==> src/rtl/arkanoid_input_settings.svh <==
/*
 * Build-time constants for the paddle-game input front end
 * Clock enable and spinner step / poll dividers, pad step sizes,
 * PS/2 set 2 scan codes of the cabinet keys, APB register map
 */
`ifndef ARKANOID_INPUT_SETTINGS_SVH
`define ARKANOID_INPUT_SETTINGS_SVH

// Dividers, all in CLK_12M terms
`define ARK_CE_DIV      2       // 12 MHz / 2 = 6 MHz enable
`define ARK_STEP_DIV    1500    // 6 MHz ticks per quadrature step, about 4 kHz
`define ARK_POLL_DIV    48000   // 6 MHz ticks per pad poll, 8 ms like a mouse

// Pad spinner load values
`define ARK_SLOW_STEP   4
`define ARK_FAST_STEP   9
`define ARK_POS_W       12      // Position accumulator width

// Scan codes
`define ARK_KEY_START1  8'h16   // 1
`define ARK_KEY_START2  8'h1E   // 2
`define ARK_KEY_COIN1   8'h2E   // 5
`define ARK_KEY_COIN2   8'h36   // 6
`define ARK_KEY_SERVICE 8'h46   // 9
`define ARK_KEY_FAST    8'h11   // Alt
`define ARK_KEY_LEFT    8'h6B   // Cursor left
`define ARK_KEY_RIGHT   8'h74   // Cursor right
`define ARK_KEY_FIRE    8'h29   // Space

// APB map
`define ARK_ADDR_DIP    4'h0
`define ARK_ADDR_CTRL   4'h1

`endif
==> src/rtl/arkanoid_input_pkg.sv <==
/*
 * Shared types of the input front end
 * Vector typedefs, packed event / pin / bus structs, source enum
 * and the quadrature next-phase function
 */
`include "arkanoid_input_settings.svh"

package arkanoid_input_pkg;

	typedef logic signed [`ARK_POS_W-1:0] position_t;	// Pending spinner steps
	typedef logic [1:0] quad_t;	// A/B phase
	typedef logic [7:0] dip_t;
	typedef logic [7:0] key_code_t;
	typedef logic [3:0] apb_addr_t;

	typedef struct packed {
		logic      toggle;	// Flips once per event
		logic      pressed;
		key_code_t code;
	} ps2_key_t;

	typedef struct packed {
		logic              toggle;
		logic [1:0]        btn;
		logic signed [8:0] dx;
	} mouse_t;

	typedef struct packed {
		logic right, left, fire, fast, start1, coin1, start2;
	} pad_t;

	typedef struct packed {
		logic enc_a, enc_b, fire_n;
	} enc_pins_t;

	typedef struct packed {
		logic start1, start2, coin1, coin2, service, fast, left, right, fire;
	} buttons_t;

	typedef struct packed {
		quad_t spinner;
		logic  shot_n, service_n, start1_n, start2_n;
		logic  coin1, coin2;	// Active high on this board
	} game_in_t;

	typedef struct packed {
		logic      psel, penable, pwrite;
		apb_addr_t paddr;
		dip_t      pwdata;
	} apb_req_t;

	typedef struct packed {
		dip_t prdata;
		logic pready, pslverr;
	} apb_rsp_t;

	typedef enum logic {
		SRC_EMU     = 1'b0,	// Mouse / keys / pad
		SRC_ENCODER = 1'b1	// External A/B encoder
	} src_t;

	////////////////////////////////////////////////////////////
	// Gray step, up is 00 01 11 10
	function automatic quad_t quad_next(input quad_t cur, input logic up);
		quad_t nxt;
		case (cur)
			2'b00:   nxt = up ? 2'b01 : 2'b10;
			2'b01:   nxt = up ? 2'b11 : 2'b00;
			2'b11:   nxt = up ? 2'b10 : 2'b01;
			default: nxt = up ? 2'b00 : 2'b11;
		endcase
		return nxt;
	endfunction

endpackage

==> src/rtl/arkanoid_input.sv <==
/*
 * Top of the player input front end
 * Keyboard decoder, spinner emulator, encoder path, APB DIP bank
 * and the control block feeding the game
 */
module arkanoid_input (
	input  logic                          CLK_12M,
	input  logic                          rst_n,
	input  arkanoid_input_pkg::ps2_key_t  ps2_key,
	input  arkanoid_input_pkg::mouse_t    mouse,
	input  arkanoid_input_pkg::pad_t      pad,
	input  arkanoid_input_pkg::enc_pins_t enc_pins,
	input  arkanoid_input_pkg::apb_req_t  apb_req,
	output arkanoid_input_pkg::apb_rsp_t  apb_rsp,
	output arkanoid_input_pkg::game_in_t  game,
	output arkanoid_input_pkg::dip_t      dip_sw
);

	arkanoid_input_pkg::buttons_t keys;
	arkanoid_input_pkg::quad_t    emu_phase;
	arkanoid_input_pkg::quad_t    enc_phase;
	logic pad_left, pad_right, pad_fast;	// Key OR pad, to the emulator
	logic emu_activity;
	logic enc_moved;
	logic enc_enable;

	ps2_key_decoder i_keys (
		.CLK_12M (CLK_12M), .rst_n (rst_n), .ps2_key (ps2_key), .keys (keys)
	);

	spinner_emulator i_spin (
		.CLK_12M      (CLK_12M),
		.rst_n        (rst_n),
		.mouse        (mouse),
		.pad_left     (pad_left),
		.pad_right    (pad_right),
		.pad_fast     (pad_fast),
		.emu_phase    (emu_phase),
		.emu_activity (emu_activity)
	);

	encoder_halver i_enc (
		.CLK_12M (CLK_12M), .rst_n (rst_n), .enc_pins (enc_pins),
		.enc_phase (enc_phase), .enc_moved (enc_moved)
	);

	dip_switch_bank i_dip (
		.CLK_12M (CLK_12M), .rst_n (rst_n), .apb_req (apb_req), .apb_rsp (apb_rsp),
		.dip_sw (dip_sw), .enc_enable (enc_enable)
	);

	input_control i_ctrl (
		.CLK_12M      (CLK_12M),
		.rst_n        (rst_n),
		.keys         (keys),
		.pad          (pad),
		.mouse_btn    (mouse.btn),	// Either mouse button fires
		.fire_n       (enc_pins.fire_n),
		.emu_phase    (emu_phase),
		.emu_activity (emu_activity),
		.enc_phase    (enc_phase),
		.enc_moved    (enc_moved),
		.enc_enable   (enc_enable),
		.pad_left     (pad_left),
		.pad_right    (pad_right),
		.pad_fast     (pad_fast),
		.game         (game)
	);

endmodule

==> src/rtl/input_control.sv <==
/*
 * Source select FSM and button merge
 * Emulated spinner vs external encoder, registered game inputs
 */
module input_control (
	input  logic                         CLK_12M,
	input  logic                         rst_n,
	input  arkanoid_input_pkg::buttons_t keys,
	input  arkanoid_input_pkg::pad_t     pad,
	input  logic [1:0]                   mouse_btn,
	input  logic                         fire_n,
	input  arkanoid_input_pkg::quad_t    emu_phase,
	input  logic                         emu_activity,
	input  arkanoid_input_pkg::quad_t    enc_phase,
	input  logic                         enc_moved,
	input  logic                         enc_enable,
	output logic                         pad_left,
	output logic                         pad_right,
	output logic                         pad_fast,
	output arkanoid_input_pkg::game_in_t game
);

	arkanoid_input_pkg::src_t     src_q, src_d;
	arkanoid_input_pkg::game_in_t game_d;
	logic fire;

	assign pad_left  = keys.left | pad.left;
	assign pad_right = keys.right | pad.right;
	assign pad_fast  = keys.fast | pad.fast;

	////////////////////////////////////////////////////////////
	// Source select, last device that moved wins
	always_comb begin
		src_d = src_q;
		case (src_q)
			arkanoid_input_pkg::SRC_EMU:
				if (enc_enable && enc_moved)
					src_d = arkanoid_input_pkg::SRC_ENCODER;
			arkanoid_input_pkg::SRC_ENCODER:
				if (!enc_enable || emu_activity)
					src_d = arkanoid_input_pkg::SRC_EMU;
			default: src_d = arkanoid_input_pkg::SRC_EMU;
		endcase
	end

	// Encoder fire pin counts only while the encoder drives
	assign fire = keys.fire | pad.fire | (|mouse_btn)
		| ((src_q == arkanoid_input_pkg::SRC_ENCODER) & ~fire_n);

	always_comb begin
		game_d.spinner   = (src_q == arkanoid_input_pkg::SRC_ENCODER) ? enc_phase : emu_phase;
		game_d.shot_n    = ~fire;
		game_d.service_n = ~keys.service;
		game_d.start1_n  = ~(keys.start1 | pad.start1);
		game_d.start2_n  = ~(keys.start2 | pad.start2);
		game_d.coin1     = keys.coin1 | pad.coin1;
		game_d.coin2     = keys.coin2;	// No pad coin 2
	end

	always_ff @(posedge CLK_12M) begin
		if (!rst_n) begin
			src_q <= arkanoid_input_pkg::SRC_EMU;
			game  <= '{spinner: 2'b11, shot_n: 1'b1, service_n: 1'b1, start1_n: 1'b1,
				start2_n: 1'b1, coin1: 1'b0, coin2: 1'b0};
		end else begin
			src_q <= src_d;
			game  <= game_d;
		end
	end

endmodule

==> src/rtl/dip_switch_bank.sv <==
/*
 * APB register bank
 * DIP switch byte at 0, control register at 1 with the encoder enable,
 * address decode and error response
 */
`include "arkanoid_input_settings.svh"

module dip_switch_bank (
	input  logic                         CLK_12M,
	input  logic                         rst_n,
	input  arkanoid_input_pkg::apb_req_t apb_req,
	output arkanoid_input_pkg::apb_rsp_t apb_rsp,
	output arkanoid_input_pkg::dip_t     dip_sw,
	output logic                         enc_enable
);

	logic setup;
	logic access;
	logic addr_dip;
	logic addr_ctrl;
	logic enc_en_q;
	arkanoid_input_pkg::dip_t dip_q;	// Stored active high
	arkanoid_input_pkg::dip_t rd_mux;
	arkanoid_input_pkg::dip_t rdata_q;

	assign setup     = apb_req.psel & ~apb_req.penable;
	assign access    = apb_req.psel & apb_req.penable;
	assign addr_dip  = (apb_req.paddr == `ARK_ADDR_DIP);
	assign addr_ctrl = (apb_req.paddr == `ARK_ADDR_CTRL);

	always_comb begin
		rd_mux = '0;	// Unmapped reads as zero
		if (addr_dip)
			rd_mux = dip_q;
		else if (addr_ctrl)
			rd_mux = {7'b0, enc_en_q};
	end

	////////////////////////////////////////////////////////////
	// Registers
	always_ff @(posedge CLK_12M) begin
		if (!rst_n) begin
			dip_q    <= '0;
			enc_en_q <= 1'b0;
			rdata_q  <= '0;
		end else begin
			if (access && apb_req.pwrite) begin
				if (addr_dip)
					dip_q <= apb_req.pwdata;
				if (addr_ctrl)
					enc_en_q <= apb_req.pwdata[0];
			end
			// Read data captured in setup, held through access and after
			if (setup)
				rdata_q <= apb_req.pwrite ? '0 : rd_mux;
		end
	end

	always_comb begin
		apb_rsp.prdata  = rdata_q;
		apb_rsp.pready  = 1'b1;	// Never stalls
		apb_rsp.pslverr = access & ~(addr_dip | addr_ctrl);
	end

	assign dip_sw     = ~dip_q;	// Game switches are active low
	assign enc_enable = enc_en_q;

endmodule

==> src/rtl/encoder_halver.sv <==
/*
 * External A/B encoder path
 * Pin synchronizers, A edge detect, one phase step per A edge
 */
module encoder_halver (
	input  logic                          CLK_12M,
	input  logic                          rst_n,
	input  arkanoid_input_pkg::enc_pins_t enc_pins,
	output arkanoid_input_pkg::quad_t     enc_phase,
	output logic                          enc_moved
);

	logic a_s1, a_s2, a_d;	// Two sync flops then edge history
	logic b_s1, b_s2;
	logic a_edge;
	arkanoid_input_pkg::quad_t phase_q;

	always_ff @(posedge CLK_12M) begin
		a_s1 <= enc_pins.enc_a;
		a_s2 <= a_s1;
		b_s1 <= enc_pins.enc_b;
		b_s2 <= b_s1;
		a_d  <= a_s2;	// Tracks during reset, so no false edge after
	end

	assign a_edge = a_s2 ^ a_d;

	// Only A edges count, which halves the pulse rate
	always_ff @(posedge CLK_12M) begin
		if (!rst_n)
			phase_q <= 2'b11;
		else if (a_edge)
			phase_q <= arkanoid_input_pkg::quad_next(phase_q, a_s2 ^ b_s2);	// A==B backward
	end

	assign enc_phase = phase_q;
	assign enc_moved = a_edge;

endmodule

==> src/rtl/spinner_emulator.sv <==
/*
 * Spinner emulation from mouse motion and held pad buttons
 * 6 MHz enable, step and poll dividers, signed position accumulator,
 * quadrature phase generator draining the position toward zero
 */
`include "arkanoid_input_settings.svh"

module spinner_emulator (
	input  logic                       CLK_12M,
	input  logic                       rst_n,
	input  arkanoid_input_pkg::mouse_t mouse,
	input  logic                       pad_left,
	input  logic                       pad_right,
	input  logic                       pad_fast,
	output arkanoid_input_pkg::quad_t  emu_phase,
	output logic                       emu_activity
);

	localparam int CE_W   = $clog2(`ARK_CE_DIV);
	localparam int STEP_W = $clog2(`ARK_STEP_DIV);
	localparam int POLL_W = $clog2(`ARK_POLL_DIV);
	localparam int MSB    = `ARK_POS_W - 1;
	localparam int DX_W   = $bits(mouse.dx);

	logic [CE_W-1:0]   ce_cnt;
	logic              ce;	// 6 MHz
	logic [STEP_W-1:0] step_cnt;
	logic              step_tick;	// One per 3000 clocks
	logic [POLL_W-1:0] poll_cnt;
	logic              poll_tick;
	logic              pad_held;
	logic              mouse_tgl_q;
	logic              mouse_evt;
	logic              pos_room;	// Top two bits agree, no overflow risk
	logic              drain;

	arkanoid_input_pkg::position_t position;
	arkanoid_input_pkg::position_t pos_drained;
	arkanoid_input_pkg::position_t pad_load;
	arkanoid_input_pkg::position_t dx_ext;
	arkanoid_input_pkg::position_t pad_mag;
	arkanoid_input_pkg::quad_t     phase_q;

	////////////////////////////////////////////////////////////
	// Enable and dividers
	assign ce = (ce_cnt == CE_W'(`ARK_CE_DIV - 1));

	always_ff @(posedge CLK_12M) begin
		if (!rst_n) begin
			ce_cnt   <= '0;
			step_cnt <= '0;
		end else begin
			ce_cnt <= ce ? '0 : ce_cnt + 1'b1;
			if (ce) begin
				if (step_cnt == STEP_W'(`ARK_STEP_DIV - 1))
					step_cnt <= '0;
				else
					step_cnt <= step_cnt + 1'b1;
			end
		end
	end

	assign step_tick = ce && (step_cnt == '0);

	// Poll counter runs only while a pad direction is held
	assign pad_held  = pad_left | pad_right;
	assign poll_tick = ce && pad_held && (poll_cnt == POLL_W'(`ARK_POLL_DIV - 1));

	always_ff @(posedge CLK_12M) begin
		if (!rst_n || !pad_held)
			poll_cnt <= '0;
		else if (ce)
			poll_cnt <= (poll_tick) ? '0 : poll_cnt + 1'b1;
	end

	////////////////////////////////////////////////////////////
	// Position arithmetic
	assign mouse_evt = mouse.toggle ^ mouse_tgl_q;
	assign pos_room  = ~(position[MSB] ^ position[MSB-1]);
	assign drain     = step_tick && (position != '0);
	assign dx_ext    = {{(`ARK_POS_W - DX_W){mouse.dx[DX_W-1]}}, mouse.dx};
	assign pad_mag   = pad_fast ? `ARK_POS_W'(`ARK_FAST_STEP) : `ARK_POS_W'(`ARK_SLOW_STEP);
	assign pad_load  = pad_right ? pad_mag : -pad_mag;	// Right wins if both

	always_comb begin
		pos_drained = position;
		if (drain)
			pos_drained = position[MSB] ? position + 1'b1 : position - 1'b1;	// Toward zero
	end

	always_ff @(posedge CLK_12M) begin
		mouse_tgl_q <= mouse.toggle;	// Follows through reset
	end

	always_ff @(posedge CLK_12M) begin
		if (!rst_n) begin
			position <= '0;
			phase_q  <= 2'b11;
		end else begin
			// Negative position walks 00 01 11 10
			if (drain)
				phase_q <= arkanoid_input_pkg::quad_next(phase_q, position[MSB]);
			if (poll_tick)
				position <= pad_load;	// Pad reloads, does not add
			else if (mouse_evt && pos_room)
				position <= pos_drained + dx_ext;
			else
				position <= pos_drained;
		end
	end

	assign emu_phase    = phase_q;
	assign emu_activity = mouse_evt | poll_tick;	// Claims the source back

endmodule

==> src/rtl/ps2_key_decoder.sv <==
/*
 * Keyboard front end
 * Toggle edge detect on the key event and nine held button states
 */
`include "arkanoid_input_settings.svh"

module ps2_key_decoder (
	input  logic                         CLK_12M,
	input  logic                         rst_n,
	input  arkanoid_input_pkg::ps2_key_t ps2_key,
	output arkanoid_input_pkg::buttons_t keys
);

	logic tgl_q;	// Last seen toggle
	logic key_evt;

	assign key_evt = ps2_key.toggle ^ tgl_q;

	// Tracks the toggle through reset too, so no stale event after it
	always_ff @(posedge CLK_12M) begin
		tgl_q <= ps2_key.toggle;
	end

	////////////////////////////////////////////////////////////
	// Button states
	always_ff @(posedge CLK_12M) begin
		if (!rst_n) begin
			keys <= '0;	// All released
		end else if (key_evt) begin
			// Make and break both land here, pressed tells which
			case (ps2_key.code)
				`ARK_KEY_START1:  keys.start1  <= ps2_key.pressed;
				`ARK_KEY_START2:  keys.start2  <= ps2_key.pressed;
				`ARK_KEY_COIN1:   keys.coin1   <= ps2_key.pressed;
				`ARK_KEY_COIN2:   keys.coin2   <= ps2_key.pressed;
				`ARK_KEY_SERVICE: keys.service <= ps2_key.pressed;
				`ARK_KEY_FAST:    keys.fast    <= ps2_key.pressed;
				`ARK_KEY_LEFT:    keys.left    <= ps2_key.pressed;
				`ARK_KEY_RIGHT:   keys.right   <= ps2_key.pressed;
				`ARK_KEY_FIRE:    keys.fire    <= ps2_key.pressed;
				default:          keys         <= keys;	// Unknown code
			endcase
		end
	end

endmodule

==> config.mk <==
export PLATFORM = sky130hd
export DESIGN_NAME = arkanoid_input
export DESIGN_NICKNAME = d
export VERILOG_FILES = /design/src/rtl/arkanoid_input_pkg.sv /design/src/rtl/arkanoid_input.sv /design/src/rtl/input_control.sv /design/src/rtl/dip_switch_bank.sv /design/src/rtl/encoder_halver.sv /design/src/rtl/spinner_emulator.sv /design/src/rtl/ps2_key_decoder.sv
export VERILOG_INCLUDE_DIRS = /design/src /design/src/rtl
export SDC_FILE = /design/constraint.sdc
export NUM_CORES = 1
export LEC_CHECK = 0
export BUFFER_PORTS_ARGS = -buffer_cell sky130_fd_sc_hd__buf_4
export CAP_MARGIN = 30
export CORE_ASPECT_RATIO = 1.2
export CORE_MARGIN = 2
export CORE_UTILIZATION = 50
export DETAILED_ROUTE_END_ITERATION = 16
export PLACE_DENSITY = 0.74
export SETUP_SLACK_MARGIN = 0.1
export SYNTH_ARGS = -nofsm -noshare
export SYNTH_HDL_FRONTEND = slang
export SYNTH_SLANG_ARGS = --single-unit
==> constraint.sdc <==
create_clock -name CLK_12M -period 4.2 [get_ports CLK_12M]
set_input_delay 0.21 -clock CLK_12M [delete_from_list [all_inputs] [get_ports CLK_12M]]
set_output_delay 0.21 -clock CLK_12M [all_outputs]
set_load 0.01 [all_outputs]
Yosys cells after proc, flatten, opt, wreduce, memory -nomap -nowiden
Cells that the tools add are included.

Output and inout bits: 26. Memories kept: 0. Input port bits: 49. Bits in read-only memories: 0. Bits in latches: 0. Memory bits (writable): 0. Logic and storage cells: 143. Register bits: 86.

Bitwise gates (word level): 32. Add/subtract/negate cells: 7. Muxes and demuxes: 25. Equality and inequality tests: 16. $lt $le $gt $ge: 0. Divide/modulo/power cells: 0. Shifts and indexed selects: 0. $mul: 0. Reduce and logical (&&, ||, !) cells: 30.

Operators by type and width (number): $mux 12 (5); $eq 8x5->1 const B (3); $eq 8x6->1 const B (3); $eq 8x7->1 const B (3); $reduce_and 2->1 (11); $mux 2 (9); $add 16x1->16 const B (1); $eq 16x16->1 const B (1); $mux 16 (1); $mux 8 (2); $add 12x1->12 const B (1); $add 12x9->12 (1); $neg 12->12 (1); $or 1x1->1 (12); $pmux 2 s3 (2); $reduce_bool 12->1 (1); $sub 12x1->12 const B (1); $add 11x1->11 const B (1); $eq 11x11->1 const B (1); $logic_not 11->1 (1); $mux 11 (1); $not 1->1 (10); $not 8->8 (1); $logic_and 1x1->1 (7); other kinds (14) (30).

Longest topological paths before layout
Depth after elaboration: 8. Gate-level depth with buffers: 16.

Hierarchy
A second synthesis with hierarchy kept.

Cell total of the unflattened synthesis: 571. Area total of the unflattened synthesis: 4768.3 sq um.

Modules (own cells, without submodules): spinner_emulator (area each 3042.9 sq um, sequential area each 860.8 sq um, instances 1, cells an instance 382); dip_switch_bank (area each 723.2 sq um, sequential area each 340.3 sq um, instances 1, cells an instance 87); ps2_key_decoder (area each 484.2 sq um, sequential area each 200.2 sq um, instances 1, cells an instance 55); input_control (area each 291.5 sq um, sequential area each 180.2 sq um, instances 1, cells an instance 28); encoder_halver (area each 226.5 sq um, sequential area each 140.1 sq um, instances 1, cells an instance 19).

Worst setup path before layout
OpenSTA, ideal clock, no wires.

Kind: reg2reg. Start: register i_spin.step_cnt[0]. End: register i_spin.position[11]. Period minus slack after synthesis: 3.644 ns. Path buffers: 1. Stages on the path, launching flop included: 17. Slack: 0.556 ns. Arrival time: 3.560 ns. Library setup time: 0.084 ns. Data required time: 4.116 ns. Path through: dfxtp_1 -> inv_1 -> ha_1 -> or4bb_1 -> or3_4 -> or2_1 -> buf_2 -> nand2_1 -> o31ai_4 -> ha_1 -> o21ai_0 -> nor4b_1 -> o21bai_1 -> a311o_1 -> xnor2_1 -> and3_1 -> o31ai_2.

Word-level cells in the longest chain between the ends: 7.

Ends and longest elaborated chain: start, declared (RTL line spinner_emulator.sv:27) `logic [STEP_W-1:0] step_cnt;`; start signal, assigned (RTL line spinner_emulator.sv:58) `step_cnt <= step_cnt + 1'b1;`; $logic_not 11->1 (*) (RTL line spinner_emulator.sv:63) `assign step_tick = ce && (step_cnt == '0);`; $logic_and 1x1->1 (*) (RTL line spinner_emulator.sv:63); $logic_and 1x1->1 (*) (RTL line spinner_emulator.sv:80) `assign drain = step_tick && (position != '0);`; $mux 12 (*) (RTL line spinner_emulator.sv:87) `if (drain)`; $add 12x9->12 (RTL line spinner_emulator.sv:106) `position <= pos_drained + dx_ext;`; $mux 12 (*) (RTL line spinner_emulator.sv:105) `else if (mouse_evt && pos_room)`; $mux 12 (*) (RTL line spinner_emulator.sv:103) `if (poll_tick)`; end signal, assigned (RTL line spinner_emulator.sv:104) `position <= pad_load;`; end signal, assigned (RTL line spinner_emulator.sv:106); end signal, assigned (RTL line spinner_emulator.sv:108) `position <= pos_drained;`; end, declared (RTL line spinner_emulator.sv:37) `arkanoid_input_pkg::position_t position;`.

Mark *: on every way between the ends. The rest lies on a longest branch, timed or not. A chain may end at the register's enable or synchronous reset.

Final worst setup path
Start: register i_spin.step_cnt[0]. End: register i_spin.position[10].

Same word-level chain as after synthesis.

==> results.md <==
Route:
- The first detailed-routing pass took 5 iterations.
- The post-detailed-route DRC marker count is 0.
- The final antenna-violating net count is 0.
- Dividing the detail-routed wire length by the instance count gives 14.8 microns.
- The final route contains between 4000 and 5000 vias.
- The total wire length after detailed routing is approximately 11 mm.
- The violation count after the first detailed-routing iteration is 138.
- The post-detailed-route via-to-cell ratio is 5.55.

Global routing:
- The initial antenna violation count is 0.
- Global routing used 22.6% of the available tracks across all layers.
- The first-pass GRT wire length is 18.5 mm.
- For this run the aggregate overflow at the end of global routing stands at 0.
- The number of global-route vias before repair is 4166.
- Entering global routing, the biggest net connects 32 pins.

Floorplan:
- The I/O pin total is 75.
- The floorplan die height is around 110 microns.
- The floorplan step set the die width to between 90 and 100 microns.
- The effective utilization at floorplan is 51.5%.
- After floorplanning, the core was divided into 38 placement rows.
- The core region is 9030 sq um.
- The die covers 10100 sq um.

Timing:
- Setup violations remaining at the end of the flow were counted as 0.
- The worst-case clock skew is between 9 and 10 ps.
- Once routing completed, OpenROAD measured the worst setup slack at 303 ps.
- After routing, the total negative slack on setup checks comes to 0 ps.
- The count of final hold-check violations was 0.
- The highest attainable clock frequency is 257 MHz.
- Headroom to the max-slew limit came out at 40.2%.
- The final max-slew violation count is 0.
- The worst-margin pin slew is 888 ps.
- After layout, the worst path uses between 90% and 100% of the clock period.
- The worst path in the final design needs a cycle of a little under 4000 ps, including I/O delays and setup.
- Setup repair after global routing left no endpoint under its margin.

Placed design:
- Buffers placed on the I/O ports in this run total 73.
- Routability-driven placement finished with a final weighted congestion of 0.921.
- The post-placement worst setup slack is 49.6 ps.
- The final HPWL from detailed placement is 8.34 mm.
- Once placement finished, the instance area stood at approximately 5300 sq um.

Synthesis:
- The adder-cell share of the synthesized area is 8.66%.
- Of the total synthesized cell area, the portion taken by XOR and XNOR cells is between 8 and 9%.
- The count of warnings emitted by yosys is 0.
- The complex-gate fraction of the synthesized area is between 10% and 20%.
- The number of flops mapped to enable cells by yosys is 0.
- The area fraction in and, or, nand and nor cells after synthesis is 23.4%.
- The top cell type by area accounts for between 30% and 40% of the synthesized area.
- The mux cell area share after synthesis is approximately 4.5%.
- Dividing the synthesized area by the synthesized cell count gives 8.53 sq um.
- By area the synthesized netlist is led by dfxtp_1 (37%), ha_1 (7.8%), nor2_1 (6.5%).
- The number of different library cells in the post-synthesis netlist is 62.
- Counting instances in the post-synthesis netlist gives the leading cell types as dfxtp_1 (86), nor2_1 (81), nand2_1 (49).
- After synthesis, the largest family of logic cells by area is simple AND/OR/NAND/NOR gates.
- The sequential element share of the synthesized area is between 30% and 40%.
- The largest area contributor in the netlist is dfxtp_1.
- In the synthesized netlist, the number of instances is 545.
- The most frequently used cell type in the post-synthesis netlist is dfxtp_1.
- Counting flops with an async set or reset pin after synthesis yields a share of 0%.
- After synthesis the cells add up to 4650 sq um.
- In the synthesized netlist the dominant register cell turns out to be dfxtp_1.
- The net count after synthesis is 625.
- The synthesized design contains 86 register bits.

Final layout:
- Relative to the synthesized area, the layout overhead comes to 19.9%.
- After the last flow step, the layout net total stands at 700.
- Once layout is complete, the utilization of the core stands at between 60% and 70%.
- The final antenna diode count is 0.
- With fillers left out, the area of the finished cells amounts to 5580 sq um.
- The share of layout cells above drive strength 1 is 16.8%.

Worst setup path:
- Along the worst path, the maximum fanout reaches 4.
- Grouping stages by cell kind, the critical path spends the most delay in simple AND/OR/NAND/NOR gates.
- For the worst setup path, the data required time is between 4000 and 5000 ps.
- The critical setup path kind is flop to flop.
- STA classifies the critical path startpoint as a flop.
- On the critical path, the stage with the largest delay is an instance of or4bb_1.
- Data on the critical path arrives at its endpoint at between 4000 and 5000 ps.
- Traced cell by cell, the critical path runs through inv_1, ha_1, or4bb_1, or3_4, nor2_1, xnor2_1, ha_1, fa_1, a21o_1, a221o_1, nand4_1, o211ai_1, a21oi_1, xnor2_1, a221o_1.
- The largest single stage delay on the critical path is 470 ps.
- The worst setup path is captured at a flop.
- The number of buffers and inverters on the critical path is 1.

Pwr:
- Dividing total power by cell area gives a power density of 594 nW/um^2.
- The largest vdd supply drop is 0.000221 V.
- Overall power consumption after layout is estimated at 3.31 mW.
- The standby leakage power is 2.34 nW.

Clocking:
- At the later pin of the worst-skew pair, clock insertion delay measures about 350 ps.
- CTS built an H-tree with a depth of 3.
- In this run the deepest clock path goes through 2 buffers.
- Once the clock tree was built, the setup fixing pass inserted 0 buffers.
- After clock tree synthesis, the clock-pin slew on the worst setup and hold paths is 80 ps.
- The cell sitting at the root of the clock tree is a clkbuf_8.
- The total clock sinks is 86.
- TritonCTS built the clock tree.
- The number of buffers added by the clock tree synthesis step is 9.

Hold path:
- The tightest min-delay check is of the input port to flop type.

Outcome:
- The flow ran to the end, and the final reports show no timing, DRC or antenna violations.

Run:
- Across the run, the number of max-cap violations was 0.
-- area by class of cell --
| class | instances | area (sq um) |
|---|---|---|
| Clock buffer | 11 | 141 |
| Clock inverter | 4 | 77.6 |
| Fill cell | 813 | 3460 |
| Inverter | 20 | 75.1 |
| Multi-Input combinational cell | 422 | 2790 |
| Sequential cell | 86 | 1720 |
| Tap cell | 120 | 150 |
| Timing Repair Buffer | 81 | 618 |
-- final timing paths --
path                            from                  end  slack, ps  depth (start not counted)
setup reg to reg  i_spin.step_cnt[0]  i_spin.position[10]        300                         15
hold reg to reg           i_enc.b_s1           i_enc.b_s2        340                          0
setup / recovery  i_spin.step_cnt[0]  i_spin.position[10]        300                         15
hold / removal                pad[0]       i_ctrl.game[2]         40                          2
-- state kept, by name, indices dropped and copies added (netlist names), 8 cells and up --
register and count:
i_spin.poll_cnt 16, i_spin.position 12, i_spin.step_cnt 11, i_keys.keys 9, i_ctrl.game 8, i_dip.dip_q 8
i_dip.rdata_q 8
-- routing by layer --
metal / part of all wire [%] / vias to the layer above / track usage (%)
met4: 2.2 / 0 / 8.74
met5: 0 / - / 0
li1: - / 2068 / -
met1: 42 / 1963 / 25.7
met2: 52 / 78 / 41.2
met3: 3.7 / 19 / 5.28
-- through the flow --
stage               cells  hold WS (ps)
finish                744          39.4
global placement      725           310
detailed placement    725           318
CTS                   744          23.6
global route          744          37.4
floorplan             545           238
-- report_power, final --
part	total, mW	switching (mW)	internal [mW]
Combinational	1.71	0.979	0.730
Clock	0.650	0.297	0.353
Sequential	0.951	0.0663	0.885
Total	3.31	1.34	1.97
-- placed cells by master, fill, tap and decap left out, types with 15 or more instances in the layout --
cell type  count
xor2_1        30
inv_1         20
nand3_1       18
xnor2_1       15
buf_4         77
o21ai_0       26
a21oi_1       23
ha_1          29
nor2_1        81
nand2_1       49
mux2i_1       21
dfxtp_1       85
-- logic make-up after synthesis --
logic type | count (synthesis)
buf+inv | 37
other cells | 1
mux | 21
compound gates | 100
simple gates | 224
xor+xnor | 45
fa+ha+maj | 31
flops | 86
-- timing repair --
item                       4_1_cts  5_1_grt
gates cloned                     0        0
hold buffers                     4        0
resized for setup                1        4
hold endpoints to repair         4        0
setup endpoints to repair        1        4
Note: power is estimated with default switching activity, not from simulation.
